$ cat config.mk
export PLATFORM = sky130hd
export DESIGN_NAME = apb_reg_top
export DESIGN_NICKNAME = d
export VERILOG_FILES = /design/src/common/apb_reg_pkg.sv /design/src/common/apb_cmd_if.sv /design/src/common/apb_rsp_if.sv /design/src/hw/skid_buffer.sv /design/src/apb_slave/apb_slave.sv /design/src/hw/reg_bank.sv /design/src/hw/apb_reg_top.sv
export SDC_FILE = /design/constraint.sdc
export NUM_CORES = 1
export LEC_CHECK = 0
export ABC_CLOCK_PERIOD_IN_PS = 4100
export BUFFER_PORTS_ARGS = -buffer_cell sky130_fd_sc_hd__buf_2
export CORE_ASPECT_RATIO = 0.75
export CORE_MARGIN = 3
export CORE_UTILIZATION = 54
export DETAILED_ROUTE_END_ITERATION = 10
export PLACE_DENSITY = 0.75
export SLEW_MARGIN = 20
export SYNTH_ARGS = -nofsm -noshare
export SYNTH_HDL_FRONTEND = slang
export SYNTH_SLANG_ARGS = --single-unit
export TNS_END_PERCENT = 50
$ cat constraint.sdc
create_clock -name pclk -period 4.1 [get_ports pclk]
set_input_delay 0.82 -clock pclk [delete_from_list [all_inputs] [get_ports pclk]]
set_output_delay 0.82 -clock pclk [all_outputs]
set_load 0.02 [all_outputs]
$ cat src/common/apb_reg_pkg.sv
// *************************************************
// Shared widths, types, register map constants and
// the APB front-end state encoding
// *************************************************

package apb_reg_pkg;

    // APB bus widths
    localparam int ADDR_WIDTH = 32;
    localparam int DATA_WIDTH = 32;
    localparam int STRB_WIDTH = DATA_WIDTH / 8;
    localparam int PROT_WIDTH = 3;

    typedef logic [ADDR_WIDTH-1:0] addr_t;
    typedef logic [DATA_WIDTH-1:0] data_t;
    typedef logic [STRB_WIDTH-1:0] strb_t;
    typedef logic [PROT_WIDTH-1:0] prot_t;

    // Register map, word registers at 0x00 to 0x1C
    localparam int NUM_REGS      = 8;
    localparam int REG_IDX_WIDTH = 3;
    localparam int PRIV_REG      = 7;
    localparam data_t ID_VALUE   = 32'hA9B0_0101;

    // Skid buffer sizing
    localparam int SKID_DEPTH     = 2;
    localparam int SKID_PTR_WIDTH = (SKID_DEPTH > 1) ? $clog2(SKID_DEPTH) : 1;
    localparam int SKID_CNT_WIDTH = $clog2(SKID_DEPTH + 1);

    // Packed packets: {pwrite, pprot, pstrb, paddr, pwdata} and {pslverr, prdata}
    localparam int CMD_PKT_WIDTH = 1 + PROT_WIDTH + STRB_WIDTH + ADDR_WIDTH + DATA_WIDTH;
    localparam int RSP_PKT_WIDTH = 1 + DATA_WIDTH;

    // Front-end FSM, one-hot
    typedef enum logic [2:0] {
        IDLE = 3'b001,
        BUSY = 3'b010,
        WAIT = 3'b100
    } apb_state_t;

endpackage

$ cat src/common/apb_cmd_if.sv
// *************************************************
// Command packet channel, front end to register bank
// *************************************************

`timescale 1ns/1ps

interface apb_cmd_if import apb_reg_pkg::*; ();

    logic  valid;
    logic  ready;
    logic  pwrite;
    addr_t paddr;
    data_t pwdata;
    strb_t pstrb;
    prot_t pprot;

    // Front end side
    modport source (
        output valid, pwrite, paddr, pwdata, pstrb, pprot,
        input  ready
    );

    // Register bank side
    modport sink (
        input  valid, pwrite, paddr, pwdata, pstrb, pprot,
        output ready
    );

endinterface

$ cat src/common/apb_rsp_if.sv
// *************************************************
// Response packet channel, register bank to front end
// *************************************************

`timescale 1ns/1ps

interface apb_rsp_if import apb_reg_pkg::*; ();

    logic  valid;
    logic  ready;
    data_t prdata;
    logic  pslverr;

    modport source (
        output valid, prdata, pslverr,
        input  ready
    );

    modport sink (
        input  valid, prdata, pslverr,
        output ready
    );

endinterface

$ cat src/hw/skid_buffer.sv
// *************************************************
// Small circular valid/ready FIFO for packed words
// *************************************************

`timescale 1ns/1ps

module skid_buffer import apb_reg_pkg::*; #(
    parameter int DATA_WIDTH = 32
) (
    input  logic                  pclk,
    input  logic                  rst,
    input  logic                  wr_valid,
    output logic                  wr_ready,
    input  logic [DATA_WIDTH-1:0] wr_data,
    output logic                  rd_valid,
    input  logic                  rd_ready,
    output logic [DATA_WIDTH-1:0] rd_data
);

    logic [DATA_WIDTH-1:0]     mem [SKID_DEPTH];
    logic [SKID_PTR_WIDTH-1:0] wr_ptr;
    logic [SKID_PTR_WIDTH-1:0] rd_ptr;
    logic [SKID_CNT_WIDTH-1:0] count;
    logic                      wr_fire;
    logic                      rd_fire;

    function automatic logic [SKID_PTR_WIDTH-1:0] next_ptr(
        input logic [SKID_PTR_WIDTH-1:0] ptr
    );
        if (ptr == SKID_PTR_WIDTH'(SKID_DEPTH - 1)) begin
            return '0;
        end
        return ptr + 1'b1;
    endfunction

    assign wr_ready = (count != SKID_CNT_WIDTH'(SKID_DEPTH));
    assign rd_valid = (count != '0);
    assign rd_data  = mem[rd_ptr];
    assign wr_fire  = wr_valid && wr_ready;
    assign rd_fire  = rd_valid && rd_ready;

    // Storage
    always_ff @(posedge pclk) begin
        if (wr_fire) begin
            mem[wr_ptr] <= wr_data;
        end
    end

    always_ff @(posedge pclk) begin
        if (rst) begin
            wr_ptr <= '0;
            rd_ptr <= '0;
            count  <= '0;
        end else begin
            if (wr_fire) begin
                wr_ptr <= next_ptr(wr_ptr);
            end
            if (rd_fire) begin
                rd_ptr <= next_ptr(rd_ptr);
            end
            // Simultaneous push and pop leaves the count alone
            case ({wr_fire, rd_fire})
                2'b10:   count <= count + 1'b1;
                2'b01:   count <= count - 1'b1;
                default: count <= count;
            endcase
        end
    end

endmodule

$ cat src/apb_slave/apb_slave.sv
// *************************************************
// APB completer front end with command and response
// skid buffers around a three-state transfer FSM
// *************************************************

`timescale 1ns/1ps

module apb_slave import apb_reg_pkg::*; (
    input  logic   pclk,
    input  logic   rst,

    // APB completer port
    input  logic   psel,
    input  logic   penable,
    input  addr_t  paddr,
    input  logic   pwrite,
    input  data_t  pwdata,
    input  strb_t  pstrb,
    input  prot_t  pprot,
    output logic   pready,
    output data_t  prdata,
    output logic   pslverr,

    // Backend channels
    apb_cmd_if.source cmd,
    apb_rsp_if.sink   rsp
);

    logic                     cmd_wr_valid;
    logic                     cmd_wr_ready;
    logic [CMD_PKT_WIDTH-1:0] cmd_wr_data;
    logic [CMD_PKT_WIDTH-1:0] cmd_rd_data;

    logic                     rsp_rd_valid;
    logic                     rsp_rd_ready;
    logic [RSP_PKT_WIDTH-1:0] rsp_wr_data;
    data_t                    rsp_prdata;
    logic                     rsp_pslverr;

    apb_state_t state;
    logic       penable_d;

    // Command path
    assign cmd_wr_data = {pwrite, pprot, pstrb, paddr, pwdata};
    assign {cmd.pwrite, cmd.pprot, cmd.pstrb, cmd.paddr, cmd.pwdata} = cmd_rd_data;

    skid_buffer #(
        .DATA_WIDTH (CMD_PKT_WIDTH)
    ) u_cmd_skid (
        .pclk     (pclk),
        .rst      (rst),
        .wr_valid (cmd_wr_valid),
        .wr_ready (cmd_wr_ready),
        .wr_data  (cmd_wr_data),
        .rd_valid (cmd.valid),
        .rd_ready (cmd.ready),
        .rd_data  (cmd_rd_data)
    );

    // Response path
    assign rsp_wr_data = {rsp.pslverr, rsp.prdata};

    skid_buffer #(
        .DATA_WIDTH (RSP_PKT_WIDTH)
    ) u_rsp_skid (
        .pclk     (pclk),
        .rst      (rst),
        .wr_valid (rsp.valid),
        .wr_ready (rsp.ready),
        .wr_data  (rsp_wr_data),
        .rd_valid (rsp_rd_valid),
        .rd_ready (rsp_rd_ready),
        .rd_data  ({rsp_pslverr, rsp_prdata})
    );

    always_ff @(posedge pclk) begin
        if (rst) begin
            state        <= IDLE;
            penable_d    <= 1'b0;
            cmd_wr_valid <= 1'b0;
            rsp_rd_ready <= 1'b0;
            pready       <= 1'b0;
            pslverr      <= 1'b0;
            prdata       <= '0;
        end else begin
            penable_d    <= penable;
            cmd_wr_valid <= 1'b0;
            rsp_rd_ready <= 1'b0;
            pready       <= 1'b0;
            pslverr      <= 1'b0;
            case (state)
                IDLE: begin
                    // Capture once per access phase, on the penable rising edge
                    if (psel && penable && !penable_d && cmd_wr_ready) begin
                        cmd_wr_valid <= 1'b1;
                        state        <= BUSY;
                    end
                end
                BUSY: begin
                    if (rsp_rd_valid) begin
                        pready       <= 1'b1;
                        prdata       <= rsp_prdata;
                        pslverr      <= rsp_pslverr;
                        rsp_rd_ready <= 1'b1;
                        state        <= WAIT;
                    end
                end
                // Response pops here while the master drops psel
                WAIT:    state <= IDLE;
                default: state <= IDLE;
            endcase
        end
    end

endmodule

$ cat src/hw/reg_bank.sv
// *************************************************
// Eight-word register file with byte strobes,
// protection and address checks
// *************************************************

`timescale 1ns/1ps

module reg_bank import apb_reg_pkg::*; (
    input  logic    pclk,
    input  logic    rst,
    apb_cmd_if.sink cmd,
    apb_rsp_if.source rsp
);

    data_t                    regs [1:NUM_REGS-1];
    logic [REG_IDX_WIDTH-1:0] reg_idx;
    logic                     addr_ok;
    logic                     err;
    logic                     cmd_fire;
    logic                     wr_en;
    data_t                    rd_word;
    logic                     rsp_valid_q;

    // One response slot, freed on the edge it is taken
    assign cmd.ready = !rsp_valid_q || rsp.ready;
    assign cmd_fire  = cmd.valid && cmd.ready;
    assign rsp.valid = rsp_valid_q;

    // Word index from the address, low two bits ignored
    assign reg_idx = cmd.paddr[REG_IDX_WIDTH+1:2];
    assign addr_ok = (cmd.paddr < addr_t'(NUM_REGS * 4));

    assign err = !addr_ok
              || (cmd.pwrite && (reg_idx == '0))
              || (cmd.pwrite && (reg_idx == REG_IDX_WIDTH'(PRIV_REG)) && !cmd.pprot[0]);

    assign wr_en = cmd_fire && cmd.pwrite && !err;

    always_comb begin
        if (reg_idx == '0) begin
            rd_word = ID_VALUE;
        end else begin
            rd_word = regs[reg_idx];
        end
    end

    always_ff @(posedge pclk) begin
        if (rst) begin
            rsp_valid_q <= 1'b0;
            for (int i = 1; i < NUM_REGS; i++) begin
                regs[i] <= '0;
            end
        end else begin
            if (cmd_fire) begin
                rsp_valid_q <= 1'b1;
            end else if (rsp.ready) begin
                rsp_valid_q <= 1'b0;
            end
            // Byte merge under strobes
            if (wr_en) begin
                for (int b = 0; b < STRB_WIDTH; b++) begin
                    if (cmd.pstrb[b]) begin
                        regs[reg_idx][8*b +: 8] <= cmd.pwdata[8*b +: 8];
                    end
                end
            end
        end
    end

    // Response payload, zero data on errors and writes
    always_ff @(posedge pclk) begin
        if (cmd_fire) begin
            rsp.prdata  <= (err || cmd.pwrite) ? '0 : rd_word;
            rsp.pslverr <= err;
        end
    end

endmodule

$ cat src/hw/apb_reg_top.sv
// *************************************************
// APB register subsystem top level
// *************************************************

`timescale 1ns/1ps

module apb_reg_top import apb_reg_pkg::*; (
    input  logic  pclk,
    input  logic  rst,
    input  logic  psel,
    input  logic  penable,
    input  addr_t paddr,
    input  logic  pwrite,
    input  data_t pwdata,
    input  strb_t pstrb,
    input  prot_t pprot,
    output logic  pready,
    output data_t prdata,
    output logic  pslverr
);

    apb_cmd_if cmd_bus ();
    apb_rsp_if rsp_bus ();

    apb_slave u_apb_slave (
        .pclk    (pclk),
        .rst     (rst),
        .psel    (psel),
        .penable (penable),
        .paddr   (paddr),
        .pwrite  (pwrite),
        .pwdata  (pwdata),
        .pstrb   (pstrb),
        .pprot   (pprot),
        .pready  (pready),
        .prdata  (prdata),
        .pslverr (pslverr),
        .cmd     (cmd_bus.source),
        .rsp     (rsp_bus.sink)
    );

    reg_bank u_reg_bank (
        .pclk (pclk),
        .rst  (rst),
        .cmd  (cmd_bus.sink),
        .rsp  (rsp_bus.source)
    );

endmodule

==> summary.md <==
| Metric | Value |
|---|---|
| Outcome | `finished, final reports clean` |
| Post-CTS Setup Inserts | `0` |
| Cts hold-fix bufs | `0` |
| Starting Density | `0.551` |
| Post-route ant nets | `0` |
| Vias in the first global route | `11631` |
| XOR/XNOR Fraction of Synth Area | `0.00353` |
| Max_cap viols | `0` |
| Critical path class | `reg2reg` |
| Synth Flop Type | `edfxtp_1` |
| Util after Layout | `0.628` |
| Height of the die | `172 um` |
| Die ar. | `0.0391 mm^2` |
| Largest fanout on the critical path | `13` |
| DR iter-0 viols | `between 1500 and 2000` |
| Drt total wl | `about 43000 um` |
| Pwr dens | `563 mW/mm^2` |
| Diode count | `0` |
| RSZ-0062 raised after global routing | `false` |
| CTS tree | `yes` |
| P_int | `between 0.009 and 0.01 W` |
| Met2 wire length | `18800 um` |
| Post-layout net count | `1522` |
| Clock latency on the worst-skew pair | `around 0.56 ns` |
| H-tree depth | `2` |
| Root buf cell | `clkbuf_16` |
| Main combinational cell family by area after synthesis | `simple AND/OR/NAND/NOR gates` |
| All-Layer GR Usage | `0.221` |
| GP Congestion | `between 0.8 and 0.9` |
| Total CTS buffers | `48` |
| Syn avg cell area | `~15 um^2` |
| Port bufs | `105` |
| Leak | `~7.6 nW` |
| Part of the power in the clock network | `0.359` |
| Skew final | `~0.014 ns` |
| I/O pins | `110` |
| Sequential cell area fraction in the yosys report | `0.762` |
| Net Sw Power | `0.00318 W` |
| Yosys warnings | `0` |
| Crit path time final | `about 3.2 ns` |
| Cts repair resizes | `0` |
| Gate power share | `0.130` |
| Hold Slack | `0.446 ns` |
| Number of synthesized flops with an enable pin | `471` |
| Post-Syn Area | `around 0.020 mm^2` |
| Net Sw Frac | `0.250` |
| # rows | `60` |
| Vias | `about 12000` |
| Setup violations, final | `0` |
| Post-synthesis mux area share | `0.0471` |
| Critical Path RT | `about 4.4 ns` |
| First-pass GRT wire length | `65400 um` |
| Core area | `about 0.036 mm^2` |
| Yosys reg bits | `521` |
| Synth cell types | `48` |
| CP Data Arrival Time | `3.44 ns` |
| Area share of fa/ha/maj cells after synthesis | `0.00126` |
| Drt drc | `0` |
| Setup TNS | `0 ns` |
| Layout cells sized above 1 | `0.186` |
| Final cycle utilization of the critical path | `0.770` |
| Pin count of the biggest net entering global routing | `77` |
| Routed met1 length | `17800 um` |
| Area growth syn-to-layout | `14.0%` |
| Maximum vdd ir drop | `0.000411 V` |
| Final Hold Viols | `0` |
| Slew Limit Fails | `0` |
| Fillers | `2592` |
| Met3 routed WL | `5290 um` |
| WHS Path Cells | `0` |
| Worst Hold Class | `reg2reg` |
| Top sig layer | `met4` |
| Clk buf depth | `3` |
| Initial antenna violation count | `0` |
| Sequential standard cell area | `0.0151 mm^2` |
| Die Span X | `227 um` |
| Worst r2r path cells | `6` |
| Clock sink count | `521` |
| CP Launch Type | `flop` |
| DRT Pass-1 Iters | `6` |
| Measured slew at the worst slew-check pin | `1.02 ns` |
| Simple-Gate Fraction of Synth Area | `0.0845` |
| Flop pwr share | `0.511` |
| Global route overflow | `0` |
| Crit end category | `flop` |
| Mapped Cells | `around 1300` |
| Clock slew at reported path FFs | `~0.06 ns` |
| Wire per inst | `22.0 um` |
| Area occupied by multi-input gates | `0.00450 mm^2` |
| FFs w/ async S/R, synth | `0` |
| Post-synthesis compound-gate area fraction | `0.0843` |
| Max Fclk | `~320 MHz` |
| HPWL Detailed | `26600 um` |
| Worst slew margin | `0.323` |
| Vias per std cell | `~6.0` |
[path summary, 6_finish.rpt]
| kind | startpoint | slack [ns] | endpoint |
|---|---|---|---|
| worst max-delay path | flop | 0.94 | u_reg_bank.rsp.prdata[30] |
| worst min-delay path | u_reg_bank.rsp.prdata[4] | 0.45 | u_apb_slave.u_rsp_skid.mem[1][4] |
| worst max register to register | flop | 0.94 | u_reg_bank.rsp.prdata[30] |
| worst min register to register | u_reg_bank.rsp.prdata[4] | 0.45 | u_apb_slave.u_rsp_skid.mem[1][4] |
[cells by family after synthesis]
group | Yosys count
multiplexers | 87
buffers and inverters | 84
AO/OA/AOI/OAI | 217
flip-flops | 521
AND/OR/NAND/NOR | 405
XOR/XNOR | 8
other | 1
adder cells (fa/ha/maj) | 2
[cell type report]
cell class	count	share of cell area
well taps	465	0.0257
inverters	2	0.000332
multi-input cells	731	0.199
clock inverters	28	0.0151
repair buffers	140	0.0348
clock buffers	59	0.0563
flip-flops and latches	521	0.669
[power by group through the flow]
stage	Clock (W)	Combinational, W	Sequential, W
after floorplan	0	0.00112	0.00656
after global placement	0	0.00158	0.00660
after detailed placement	0	0.00162	0.00663
after CTS	0.00464	0.00164	0.00652
after global routing	0.00488	0.00179	0.00656
final	0.00457	0.00166	0.00652
[cell usage in the layout, fill, tap and decap left out, drive strengths merged, types with 21 or more instances in the layout]
cell	synthesis	routed
edfxtp	471	471
nor2	286	286
buf	15	140
clkbuf	67	59
nand2	58	58
mux2	52	52
dfxtp	50	50
a22oi	45	45
mux2i	35	35
a211oi	32	32
a31o	28	28
a31oi	26	26
a22o	22	22
a222oi	21	21
[per-stage QoR]
stage / total power, W / instance area, um^2 / setup WS (ns) / instances
finish: 0.0127 / 22600 / 0.942 / 1946
global route: 0.0132 / 22600 / 0.782 / 1946
CTS: 0.0128 / 22600 / 1.01 / 1946
detailed placement: 0.00825 / 21000 / 0.974 / 1859
global placement: 0.00818 / 21000 / 0.964 / 1859
floorplan: 0.00767 / 19900 / 0.145 / 1336
[registers in the layout (all words and copies together) (netlist names), named ones only]
signal and cells:
u_apb_slave.u_rsp_skid.count 2, u_apb_slave.u_cmd_skid.wr_ptr 1, u_apb_slave.cmd_wr_valid 1, u_reg_bank.rsp.pslverr 1, u_apb_slave.prdata 32, u_reg_bank.rsp.prdata 32
u_apb_slave.pready 1, u_apb_slave.u_rsp_skid.wr_ptr 1, u_reg_bank.regs 236, u_apb_slave.u_cmd_skid.rd_ptr 1, u_apb_slave.penable_d 1, u_apb_slave.state 3
u_apb_slave.u_cmd_skid.count 2, u_apb_slave.u_rsp_skid.mem 66, u_apb_slave.u_cmd_skid.mem 136, u_apb_slave.u_rsp_skid.rd_ptr 1, u_apb_slave.pslverr 1, u_reg_bank.rsp.valid 1
[metal layers]
| layer | up-vias | GRT usage |
|---|---|---|
| met5 | - | 0 |
| met4 | 0 | 0.0608 |
| met3 | 77 | 0.0619 |
| met2 | 679 | 0.334 |
| met1 | 5660 | 0.320 |
| li1 | 5282 | - |
[critical path: stages (launching register included)]
cell and delay (ns):
dfxtp_2 0.48, nor4b_1 0.38, nand4_1 0.17, a221oi_1 0.31, buf_4 0.24, nand3_1 0.60
a31oi_1 0.70
[Yosys cell counts, types with 2 or more instances]
master    count  area (um^2)
nand2b_1      6         37.5
o32ai_1       4         35.0
inv_1         2         7.51
buf_2        13         65.1
xnor2_1       4         35.0
or3_1         2         12.5
a222oi_1     21          210
nand3_1      11         55.1
a221o_1       2         20.0
a22oi_1      45          338
nor2b_1       5         31.3
a31o_1       28          245
mux2_2       52          586
clkbuf_1     67          251
buf_1         2         7.51
a31oi_1      26          163
and3_1        2         12.5
o21a_1        6         45.0
nand4_1       3         18.8
nor4_1       12         75.1
a21oi_1      14         70.1
nor4b_1       2         17.5
and2_1        2         12.5
nand3b_1      4         30.0
nor2_1      286         1070
edfxtp_1    471        14100
o21ai_0       9         45.0
a211oi_1     32          240
nor3_1        6         30.0
nand2_1      58          218
a22o_1       22          193
a221oi_1      2         17.5
mux2i_1      35          350
xor2_1        4         35.0
a21o_1        2         15.0
ha_1          2         25.0
dfxtp_1      50         1000
Note: power is estimated with default switching activity, not from simulation.
